<file path="config.mk">
export PLATFORM = sky130hd
export DESIGN_NAME = spi_reg_top
export DESIGN_NICKNAME = d
export VERILOG_FILES = /design/src/source/spi_pkg.sv /design/src/source/bus_pkg.sv /design/src/source/spi_target.sv /design/src/source/spi_bridge.sv /design/src/source/reg_bank.sv /design/src/source/spi_reg_top.sv
export VERILOG_INCLUDE_DIRS = /design/src /design/src/source
export SDC_FILE = /design/constraint.sdc
export NUM_CORES = 1
export LEC_CHECK = 0
export BUFFER_PORTS_ARGS = -buffer_cell sky130_fd_sc_hd__buf_2
export CAP_MARGIN = 0
export CORE_MARGIN = 4
export CORE_UTILIZATION = 40
export DETAILED_ROUTE_END_ITERATION = 10
export MAX_ROUTING_LAYER = met4
export PLACE_DENSITY_LB_ADDON = 0.12
export SYNTH_ARGS = -nofsm -noshare
export SYNTH_HDL_FRONTEND = slang
export SYNTH_SLANG_ARGS = --single-unit
</file>
<file path="constraint.sdc">
create_clock -name clk_i -period 2.25 [get_ports clk_i]
set_input_delay 0 -clock clk_i [delete_from_list [all_inputs] [get_ports clk_i]]
set_output_delay 0 -clock clk_i [all_outputs]
set_load 0.03 [all_outputs]
</file>
<file path="src/source/spi_cfg.svh">
`ifndef SPI_CFG_SVH
`define SPI_CFG_SVH

// byte on MISO during the command byte of every frame
`define SPI_HEADER_BYTE 8'hA7

// implemented registers, addresses 0 .. count-1
`define SPI_REG_COUNT 16

// flops per pin in the input synchronizers
`define SPI_SYNC_STAGES 2

`endif

</file>
<file path="src/source/spi_pkg.sv">
package spi_pkg;

   // one byte on the wire, msb first
   typedef logic [7:0] spi_data_t;

   // received byte from the target
   typedef struct packed {
      logic      valid;   // one-cycle pulse
      logic      first;   // byte opened the frame
      spi_data_t data;
   } spi_rx_t;

   // byte offered back for shifting out
   typedef struct packed {
      logic      valid;
      spi_data_t data;
   } spi_tx_t;

   // command byte layout
   typedef struct packed {
      logic       write;  // 1 = write frame, 0 = read frame
      logic [6:0] addr;   // start address
   } spi_cmd_t;

endpackage

</file>
<file path="src/source/bus_pkg.sv">
package bus_pkg;

   // register address on the internal bus
   typedef logic [6:0] bus_addr_t;

   // request from the bridge
   typedef struct packed {
      logic       cyc;
      logic       stb;
      logic       we;    // 1 = write
      bus_addr_t  adr;
      logic [7:0] dat;   // write data
   } bus_req_t;

   // response from the register bank
   typedef struct packed {
      logic       ack;   // single cycle
      logic [7:0] dat;   // read data, valid with ack
   } bus_rsp_t;

endpackage

</file>
<file path="src/source/spi_target.sv">
`timescale 1ns/1ns
`include "spi_cfg.svh"

module spi_target import spi_pkg::*; (
   input  logic    clk_i,
   input  logic    rst_i,
   input  logic    sck_i,      // raw pin
   input  logic    ssel_i,     // raw pin, active low
   input  logic    mosi_i,     // raw pin
   output logic    miso_o,
   output spi_rx_t rx_o,
   output logic    frame_o,
   input  spi_tx_t tx_i,
   output logic    tx_ready_o
);

   localparam int SYNC_N = `SPI_SYNC_STAGES;

   logic [SYNC_N-1:0] sck_q;
   logic [SYNC_N-1:0] ssel_q;
   logic [SYNC_N-1:0] mosi_q;
   logic              sck_s;
   logic              ssel_s;
   logic              mosi_s;
   logic              sck_d;      // previous synced sck
   logic              ssel_d;     // previous synced ssel
   logic              sck_rise;
   logic              sck_fall;
   logic              in_frame;
   logic              frame_start;
   logic [2:0]        bit_cnt;    // rising edges within the byte
   logic              byte_done;  // eighth bit just sampled
   logic              first_q;    // no byte seen yet in this frame
   spi_data_t         rx_shift;
   spi_data_t         tx_shift;

   // --------------------------------------------------
   // pin synchronizers and edge detect
   // --------------------------------------------------
   always_ff @(posedge clk_i) begin
      if (rst_i) begin
         sck_q  <= '0;
         ssel_q <= '1;   // deselected
         mosi_q <= '0;
         sck_d  <= 1'b0;
         ssel_d <= 1'b1;
      end else begin
         sck_q  <= {sck_q[SYNC_N-2:0], sck_i};
         ssel_q <= {ssel_q[SYNC_N-2:0], ssel_i};
         mosi_q <= {mosi_q[SYNC_N-2:0], mosi_i};
         sck_d  <= sck_s;
         ssel_d <= ssel_s;
      end
   end

   assign sck_s       = sck_q[SYNC_N-1];
   assign ssel_s      = ssel_q[SYNC_N-1];
   assign mosi_s      = mosi_q[SYNC_N-1];
   assign sck_rise    = sck_s & ~sck_d;
   assign sck_fall    = ~sck_s & sck_d;
   assign in_frame    = ~ssel_s;
   assign frame_start = ~ssel_s & ssel_d;

   // byte boundary on the falling edge after the 8th rise
   assign tx_ready_o = sck_fall & in_frame & (bit_cnt == 3'd0);

   // --------------------------------------------------
   // receive side
   // --------------------------------------------------
   always_ff @(posedge clk_i) begin
      if (rst_i || !in_frame) begin   // partial byte dropped at frame end
         bit_cnt   <= 3'd0;
         byte_done <= 1'b0;
         first_q   <= 1'b0;
      end else begin
         byte_done <= sck_rise && (bit_cnt == 3'd7);
         if (sck_rise)
            bit_cnt <= bit_cnt + 3'd1;   // wraps after 8 bits
         if (frame_start)
            first_q <= 1'b1;
         else if (byte_done)
            first_q <= 1'b0;             // cleared as the command byte leaves
      end
   end

   always_ff @(posedge clk_i) begin
      if (sck_rise)
         rx_shift <= {rx_shift[6:0], mosi_s};   // msb first
   end

   always_ff @(posedge clk_i) begin
      if (rst_i) begin
         rx_o    <= '0;
         frame_o <= 1'b0;
      end else begin
         rx_o.valid <= byte_done;
         rx_o.first <= first_q;
         rx_o.data  <= rx_shift;
         frame_o    <= in_frame;
      end
   end

   // --------------------------------------------------
   // transmit side
   // --------------------------------------------------
   always_ff @(posedge clk_i) begin
      if (frame_start)
         tx_shift <= `SPI_HEADER_BYTE;                 // header loaded unasked
      else if (tx_ready_o)
         tx_shift <= tx_i.valid ? tx_i.data : 8'h00;   // underrun sends zero
      else if (sck_fall && in_frame)
         tx_shift <= {tx_shift[6:0], 1'b0};
   end

   always_ff @(posedge clk_i) begin
      if (rst_i)
         miso_o <= 1'b0;
      else
         miso_o <= frame_o ? tx_shift[7] : 1'b0;      // low between frames
   end

   // received bytes only come from inside a frame
   a_rx_in_frame: assert property (@(posedge clk_i) disable iff (rst_i)
      rx_o.valid |-> frame_o);

   // boundary strobe lasts one cycle
   a_tx_ready_pulse: assert property (@(posedge clk_i) disable iff (rst_i)
      tx_ready_o |=> !tx_ready_o);

endmodule

</file>
<file path="src/source/spi_bridge.sv">
`timescale 1ns/1ns

module spi_bridge import spi_pkg::*, bus_pkg::*; (
   input  logic     clk_i,
   input  logic     rst_i,
   input  spi_rx_t  rx_i,
   input  logic     frame_i,
   output spi_tx_t  tx_o,
   input  logic     tx_ready_i,
   output bus_req_t bus_o,
   input  bus_rsp_t bus_i
);

   typedef enum logic [2:0] {
      ST_IDLE,      // no frame
      ST_COMMAND,   // waiting for the command byte
      ST_WRITE,     // write frame, data bytes become bus writes
      ST_FETCH,     // read cycle in flight
      ST_HOLD       // prefetched byte waiting in tx
   } state_t;

   state_t    state_q;
   bus_addr_t addr_q;     // current register address
   bus_addr_t addr_nxt;
   spi_cmd_t  rx_cmd;
   logic      bus_done;
   logic      tx_take;

   assign rx_cmd   = spi_cmd_t'(rx_i.data);
   assign addr_nxt = addr_q + 1'b1;            // wraps at 127
   assign bus_done = bus_o.stb & bus_i.ack;
   assign tx_take  = tx_o.valid & tx_ready_i;

   // --------------------------------------------------
   // command decode and bus sequencing
   // --------------------------------------------------
   always_ff @(posedge clk_i) begin
      if (rst_i) begin
         state_q <= ST_IDLE;
         addr_q  <= '0;
         bus_o   <= '0;
         tx_o    <= '0;
      end else begin
         if (bus_done) begin        // stb drops the cycle after ack
            bus_o.cyc <= 1'b0;
            bus_o.stb <= 1'b0;
         end

         case (state_q)
            ST_IDLE: begin
               tx_o.valid <= 1'b0;
               if (frame_i)
                  state_q <= ST_COMMAND;
            end

            ST_COMMAND: begin
               if (!frame_i) begin
                  state_q <= ST_IDLE;
               end else if (rx_i.valid && rx_i.first) begin
                  addr_q <= rx_cmd.addr;
                  if (rx_cmd.write) begin
                     state_q <= ST_WRITE;
                  end else begin
                     // first prefetch right away
                     bus_o   <= '{cyc: 1'b1, stb: 1'b1, we: 1'b0,
                                  adr: rx_cmd.addr, dat: 8'h00};
                     state_q <= ST_FETCH;
                  end
               end
            end

            ST_WRITE: begin
               if (bus_done) begin
                  addr_q <= addr_nxt;
                  if (!frame_i)
                     state_q <= ST_IDLE;   // pending write finished first
               end else if (!bus_o.stb) begin
                  if (!frame_i)
                     state_q <= ST_IDLE;
                  else if (rx_i.valid)
                     bus_o <= '{cyc: 1'b1, stb: 1'b1, we: 1'b1,
                                adr: addr_q, dat: rx_i.data};
               end
            end

            ST_FETCH: begin
               if (bus_done) begin
                  if (frame_i) begin
                     tx_o    <= '{valid: 1'b1, data: bus_i.dat};
                     state_q <= ST_HOLD;
                  end else begin
                     state_q <= ST_IDLE;   // frame closed mid fetch
                  end
               end
            end

            ST_HOLD: begin
               if (!frame_i) begin
                  tx_o.valid <= 1'b0;
                  state_q    <= ST_IDLE;
               end else if (tx_take) begin
                  // byte handed over, fetch the next address
                  tx_o.valid <= 1'b0;
                  addr_q     <= addr_nxt;
                  bus_o      <= '{cyc: 1'b1, stb: 1'b1, we: 1'b0,
                                  adr: addr_nxt, dat: 8'h00};
                  state_q    <= ST_FETCH;
               end
            end

            default: state_q <= ST_IDLE;
         endcase
      end
   end

   // request frozen until the bank answers
   a_req_stable: assert property (@(posedge clk_i) disable iff (rst_i)
      bus_o.stb && !bus_i.ack |=> $stable(bus_o));

   // sck pacing keeps the next byte behind the write ack
   a_no_rx_in_write: assert property (@(posedge clk_i) disable iff (rst_i)
      (state_q == ST_WRITE) && bus_o.stb |-> !rx_i.valid);

endmodule

</file>
<file path="src/source/reg_bank.sv">
`timescale 1ns/1ns
`include "spi_cfg.svh"

module reg_bank import bus_pkg::*; (
   input  logic     clk_i,
   input  logic     rst_i,
   input  bus_req_t bus_i,
   output bus_rsp_t bus_o
);

   localparam int REG_N = `SPI_REG_COUNT;
   localparam int IDX_W = $clog2(REG_N);

   logic [7:0]       regs_q [REG_N];
   logic             strobe;   // new request, not yet acked
   logic             hit;      // address is implemented
   logic [IDX_W-1:0] idx;

   assign strobe = bus_i.cyc & bus_i.stb & ~bus_o.ack;
   assign hit    = (bus_i.adr < REG_N);
   assign idx    = bus_i.adr[IDX_W-1:0];

   // --------------------------------------------------
   // storage
   // --------------------------------------------------
   always_ff @(posedge clk_i) begin
      if (rst_i)
         regs_q <= '{default: 8'h00};
      else if (strobe && bus_i.we && hit)
         regs_q[idx] <= bus_i.dat;    // unmapped writes dropped
   end

   // response, one cycle after stb
   always_ff @(posedge clk_i) begin
      if (rst_i) begin
         bus_o <= '0;
      end else begin
         bus_o.ack <= strobe;
         if (strobe && !bus_i.we)
            bus_o.dat <= hit ? regs_q[idx] : 8'h00;
      end
   end

   a_ack_in_cyc: assert property (@(posedge clk_i) disable iff (rst_i)
      bus_o.ack |-> bus_i.cyc);

endmodule

</file>
<file path="src/source/spi_reg_top.sv">
`timescale 1ns/1ns

module spi_reg_top import spi_pkg::*, bus_pkg::*; (
   input  logic clk_i,
   input  logic rst_i,
   input  logic sck_i,
   input  logic ssel_i,
   input  logic mosi_i,
   output logic miso_o
);

   spi_rx_t  rx;         // target -> bridge
   logic     frame;
   spi_tx_t  tx;         // bridge -> target
   logic     tx_ready;
   bus_req_t bus_req;    // bridge -> bank
   bus_rsp_t bus_rsp;

   spi_target u_target (
      .clk_i      (clk_i),
      .rst_i      (rst_i),
      .sck_i      (sck_i),
      .ssel_i     (ssel_i),
      .mosi_i     (mosi_i),
      .miso_o     (miso_o),
      .rx_o       (rx),
      .frame_o    (frame),
      .tx_i       (tx),
      .tx_ready_o (tx_ready)
   );

   spi_bridge u_bridge (
      .clk_i      (clk_i),
      .rst_i      (rst_i),
      .rx_i       (rx),
      .frame_i    (frame),
      .tx_o       (tx),
      .tx_ready_i (tx_ready),
      .bus_o      (bus_req),
      .bus_i      (bus_rsp)
   );

   reg_bank u_bank (
      .clk_i (clk_i),
      .rst_i (rst_i),
      .bus_i (bus_req),
      .bus_o (bus_rsp)
   );

endmodule

</file>
Word-level counts from Yosys, hierarchy flattened
Index checks and enable logic that the tools add are counted.
W data, S select, Z words.
- logic and storage cells: 150
- memory bits (writable): 0
- memories kept: 0
- memory bits (read-only): 0
- latch bits: 0
- bits in registers: 215
- bits of input ports: 5
- bitwise logic cells: 15
- multipliers: 0
- $add $sub $neg: 2
- div/mod/pow operators: 0
- order comparisons: 3
- muxes and demuxes: 46
- shifts and indexed selects: 0
- equal/unequal tests: 21
- reduce and logical (&&, ||, !) cells: 21
- operators with widths (kind ; number):
    $mux W18 ; 9
    $bwmux W128 ; 1
    $mux W8 ; 7
    $pmux W18 S3 ; 1
    $mux W7 ; 5
    $bmux W8 S4 ; 1
    $demux W8 S4 ; 1
    $mux W3 ; 10
    $pmux W7 S3 ; 1
    $mux W9 ; 2
    $ne A2 B2 Y1 const B ; 9
    $pmux W3 S5 ; 1
    $reduce_and A10 Y1 ; 1
    $and A1 B1 Y1 ; 9
    $ne A2 B1 Y1 const B ; 4
    $add A7 B1 Y7 const B ; 1
    $logic_and A1 B1 Y1 ; 7
    $lt A7 B5 Y1 const B ; 1
    $eq A3 B2 Y1 const B ; 2
    $eq A3 B3 Y1 const B ; 2
    $logic_not A3 Y1 ; 2
    $ne A3 B2 Y1 const B ; 2
    $reduce_and A6 Y1 ; 1
    $reduce_bool A3 Y1 ; 2
    other kinds (17) ; 26

Depth between registers and ports, before layout
- word-level depth: 8
- gate-level depth with buffers: 10

By module
Synthesis repeated with hierarchy kept, for this count alone.
- cell total of the unflattened synthesis: 890
- area, all modules: 9261.4 um^2
- by module, submodules not included (module ; area each (um^2) ; instances ; cells an instance ; seq. area each (um^2)):
    reg_bank ; 6105.9 ; 1 ; 581 ; 2742.6
    spi_bridge ; 1766.7 ; 1 ; 192 ; 740.7
    spi_target ; 1388.8 ; 1 ; 117 ; 900.9

Worst setup path before layout
OpenSTA, ideal clock, no wires.
- path kind: register -> register
- start: register u_target.bit_cnt[0]
- end: register u_bridge.addr_q[1]
- slack: 276 ps
- cell stages (with the launch flop): 11
- arrival: 1846 ps
- path buffers: 3
- cells stage by stage: dfxtp_1 -> inv_1 -> ha_1 -> nor2b_1 -> buf_2 -> and4_1 -> buf_4 -> o22ai_1 -> buf_4 -> mux2i_1 -> nor2_1
- cells in the longest elaborated chain, start to end: 5
- ends and longest elaborated chain (item ; line ; text):
    from (decl) ; spi_target.sv:31 ; logic [2:0] bit_cnt;
    from (signal assigned) ; spi_target.sv:78 ; bit_cnt <= bit_cnt + 3'd1;
    $logic_not A3 Y1 ; spi_target.sv:65 ; assign tx_ready_o = sck_fall & in_frame & (bit_cnt == 3'd0);
    $and A1 B1 Y1 ; spi_target.sv:65 ;
    $and A1 B1 Y1 ; spi_bridge.sv:32 ; assign tx_take = tx_o.valid & tx_ready_i;
    $ne A2 B1 Y1 (no source line) ; n/a ;
    $reduce_and A6 Y1 (no source line) ; n/a ;
    to (signal assigned) ; spi_bridge.sv:60 ; addr_q <= rx_cmd.addr;
    to (signal assigned) ; spi_bridge.sv:74 ; addr_q <= addr_nxt;
    to (signal assigned) ; spi_bridge.sv:104 ; addr_q <= addr_nxt;
    to (decl) ; spi_bridge.sv:23 ; bus_addr_t addr_q;
Every way passes these cells.
A chain may end at the register's enable or synchronous reset.

Worst setup path after layout
- start: register u_bridge.bus_o[9] (netlist name)
- end: register u_bank.bus_o[7] (netlist name)
- cells in the longest elaborated chain, start to end: 5
- elaborated cells between the ends (all ways): 6
- classes of those cells: order compare (1); mux (4); bitwise (1)
- ends and longest elaborated chain (item ; line ; text):
    from (decl) ; spi_bridge.sv:10 ; output bus_req_t bus_o,
    from (signal assigned) ; spi_bridge.sv:65 ; bus_o <= '{cyc: 1'b1, stb: 1'b1, we: 1'b0,
    from (signal assigned) ; spi_bridge.sv:81 ; bus_o <= '{cyc: 1'b1, stb: 1'b1, we: 1'b1,
    from (signal assigned) ; spi_bridge.sv:105 ; bus_o <= '{cyc: 1'b1, stb: 1'b1, we: 1'b0,
    $not A4 Y5 (implied by the code) ; reg_bank.sv:40 ; bus_o.dat <= hit ? regs_q[idx] : 8'h00;
    $bmux W8 S4 ; reg_bank.sv:40 ;
    $mux W8 (implied by the code) (2 in series) ; reg_bank.sv:40 ;
    $mux W8 * ; reg_bank.sv:40 ;
    to (decl) ; reg_bank.sv:8 ; output bus_rsp_t bus_o
Every way passes the cells marked *; elsewhere a longest branch is shown, timed or not. The select of a mux whose other input is x is not followed.

==> flow_metrics.py <==
metrics = {
    "min_path": {
        "min_to": "u_target.rx_o[9]",
        "hold_class": "primary input to register",
        "hold_path_startpoint": "rst_i",
        "whs_path_depth": 3,
    },
    "run_status": {
        "status": "completed",
    },
    "pwr": {
        "total_leakage_power_nw": 3.631,
        "powerDensity_mw_per_mm2": 769.7,
        "ir_drop_mv": 0.5706,
    },
    "setup_path": {
        "r2r-start": "u_bridge.bus_o[9]",
        "critPathKind": "register to register",
        "cp.required_ns": 2.63,
        "cp.arrival_ns": 2.45,
        "r2r_cells": 5,
        "reg2reg_to": "u_bank.bus_o[7]",
        "rrSetupSlack_ns": 0.18,
        "end_kind": "register",
        "start_kind": "register",
        "crit_fanout": 20,
    },
    "routing": {
        "avgViaCountPerCell": 5.328,
        "post_drt_wl_per_cell_um": 17.67,
        "wl_um": 21710,
        "dr.pass1.iters": 6,
        "ant_nets": 0,
        "detail_route.iter0.violations": 427,
        "drc": 0,
        "vias": 6548,
    },
    "synth": {
        "synth_top_area_share_pct": 45.48,
        "synthArstFlopShare_pct": 0,
        "synth_edf_count": 8,
        "synth_warnings": 0,
        "synthCells": 928,
        "synth.largest_area_cell": "dfxtp_1",
        "synthTopCellsByArea": "dfxtp_1, mux2i_1, mux4_2",
        "synth.avg_cell_area_um2": 9.819,
        "ys_types": 63,
        "seq_area_frac_synth_pct": 48.11,
        "synth_ff_type": "dfxtp_1",
        "syn_nets": 937,
        "ys_ff_latch": 215,
        "netlist_area_mm2": 0.009112,
    },
    "die": {
        "start_util_pct": 41.24,
        "coreArea_mm2": 0.02209,
        "die_area_mm2": 0.02526,
        "ios": 6,
        "dieHeight_um": 158.9,
        "die_w_um": 158.9,
        "fp-row-count": 54,
    },
    "cells_and_area": {
        "multi_input_area_mm2": 0.004394,
        "seqCellArea_mm2": 0.004387,
        "layout_common_cells": "dfxtp_1, nand2_1, nor2_1",
        "nets": 942,
        "fin_area_mm2": 0.01041,
        "syn_to_final_growth_pct": 14.21,
        "antennaDiodeCount": 0,
        "num-fill-cells": 2084,
        "final_common_cell": "dfxtp_1",
        "drive_above_1_share_pct": 14.75,
        "utilization_pct": 47.11,
    },
    "global_routing": {
        "grt_max_degree": 82,
        "antenna_found_initial": 0,
        "grt_overflow": 0,
        "grt_pass1_vias": 6484,
        "grt_pass1_wl_um": 35820,
        "globalRouteTotalUtil_pct": 17.60,
    },
    "clock_tree": {
        "cts_sinks": 215,
        "clk_pin_slew_ns": 0.06,
        "clk_latency_ns": 0.52,
        "cts_buffer_depth": 3,
        "cts.htree.levels": 1,
        "root_buffer": "clkbuf_16",
        "cts_buffers": 24,
        "cts_tree": "done",
        "post-cts-setup-buffers": 0,
    },
    "sta": {
        "skew_ns": 0.01885,
        "fin_crit_sh_pct": 92.13,
        "drv_slew": 0,
        "fin_tns_setup_ns": 0,
        "hold_violations": 0,
        "setup_viol": 0,
        "max_freq_mhz": 482.4,
        "maxSlewHeadroom_pct": 42.49,
        "tightest_slew_ns": 0.8614,
        "fin_crit_ns": 2.073,
        "rsz0062_at_grt": "false",
    },
    "placed_design": {
        "placed_cell_area_mm2": 0.009542,
        "portBuffers": 5,
        "dpl.hpwl_um": 13960,
        "routabilityCongestion": 0.8286,
    },
    "run": {
        "maxCapViolCount": 0,
    },
}
## routing by layer
layer / vias to the layer above / wire length [um] / global-route usage (%)
li1: 3253 / - / -
met3: 34 / 648 / 2.330
met4: 0 / 386 / 3.787
met2: 89 / 10150 / 27.75
met5: - / 0 / -
met1: 3172 / 10520 / 24.49
## how the worst max path moves through the flow
stage | cells past startpoint | to | slack (ns) | start
2_1_floorplan | 10 | u_bridge.addr_q[1] | 0.28 | u_target.bit_cnt[0]
3_3_place_gp | 8 | u_bridge.addr_q[2] | 0.03 | u_target.bit_cnt[0]
3_5_place_dp | 8 | u_bridge.addr_q[2] | 0.03 | u_target.bit_cnt[0]
4_1_cts | 8 | u_bridge.addr_q[2] | 0.002 | u_target.bit_cnt[0]
5_1_grt | 5 | u_bridge.bus_o[12] | 0.04 | u_bridge.state_q[2]
6_report | 5 | u_bank.bus_o[7] | 0.18 | u_bridge.bus_o[9]
## worst max-delay path, cell delays in order (launching register included)
cell     delay (ns)
dfxtp_2        0.59
buf_12         0.26
mux4_2         0.53
mux2_2         0.28
a22oi_1        0.15
o21ai_0        0.10
## synthesized netlist by cell type, types with 2 or more instances
cell	n
nor4_1	2
buf_2	13
a221oi_1	2
o21ai_0	12
dfxtp_1	207
nor2_1	119
or2_2	4
mux4_2	32
o41ai_1	2
nand2b_1	13
or3_1	4
a22oi_1	7
nor2_2	6
clkbuf_1	39
and2_1	3
o2bb2ai_1	5
inv_1	9
nand3b_1	4
mux2_2	9
nand3_1	15
nand2_1	122
nor3_1	7
buf_4	5
xnor2_1	4
a222oi_1	6
ha_1	4
edfxtp_1	8
xor2_1	4
mux2i_1	98
o32ai_1	3
a21oi_1	83
nor2b_1	21
nand4_1	6
a22o_1	8
nor3_4	2
buf_1	13
## registers in the layout (all words and copies together), names as in the netlist, 2 cells and up
signal / count
u_target.bit_cnt: 3
u_target.ssel_q: 2
u_target.rx_o: 10
u_target.mosi_q: 2
u_target.sck_q: 2
u_target.tx_shift: 8
u_bank.regs_q: 128
u_bridge.addr_q: 7
u_bridge.tx_o: 9
u_bridge.state_q: 3
u_bank.bus_o: 9
u_target.rx_shift: 8
u_bridge.bus_o: 18
## cell families after synthesis
| family | synth area share, % |
|---|---|
| compound gates | 9.461 |
| xor+xnor | 0.7688 |
| fa+ha+maj | 0.5492 |
| buf+inv | 3.694 |
| flops | 48.11 |
| mux | 19.79 |
| simple gates | 17.63 |
## stage by stage
step	hold slack [ns]	setup slack, ns	power, W	cells
after CTS	0.3682	0.002008	0.008124	1229
final	0.3819	0.1771	0.008011	1229
after detailed placement	0.1926	0.02697	0.004128	1180
after global routing	0.4154	0.03975	0.008292	1229
after global placement	0.1899	0.03369	0.004128	1180
after floorplan	0.1038	0.2760	0.004075	928
## power breakdown
group / internal, W / total [W] / leakage, nW / switching, W
Sequential: 0.00386 / 0.00388 / 1.75 / 0.0000227
Combinational: 0.0000630 / 0.000169 / 1.50 / 0.000106
Clock: 0.00244 / 0.00396 / 0.381 / 0.00152
## repair_timing
item                                    CTS  global route
endpoints found under the hold margin    23             0
endpoints found under the setup margin    0            17
hold buffers                              7             0
gates resized for setup                   0             1
## layout make-up
type                            count  share of cell area [%]
Multi-Input combinational cell    633                   42.22
Sequential cell                   215                   42.15
Clock buffer                       35                   6.564
Timing Repair Buffer               50                   4.316
Tap cell                          280                   3.366
Clock inverter                      7                   1.058
Inverter                            9                  0.3246
(Power assumes the default switching activity.)
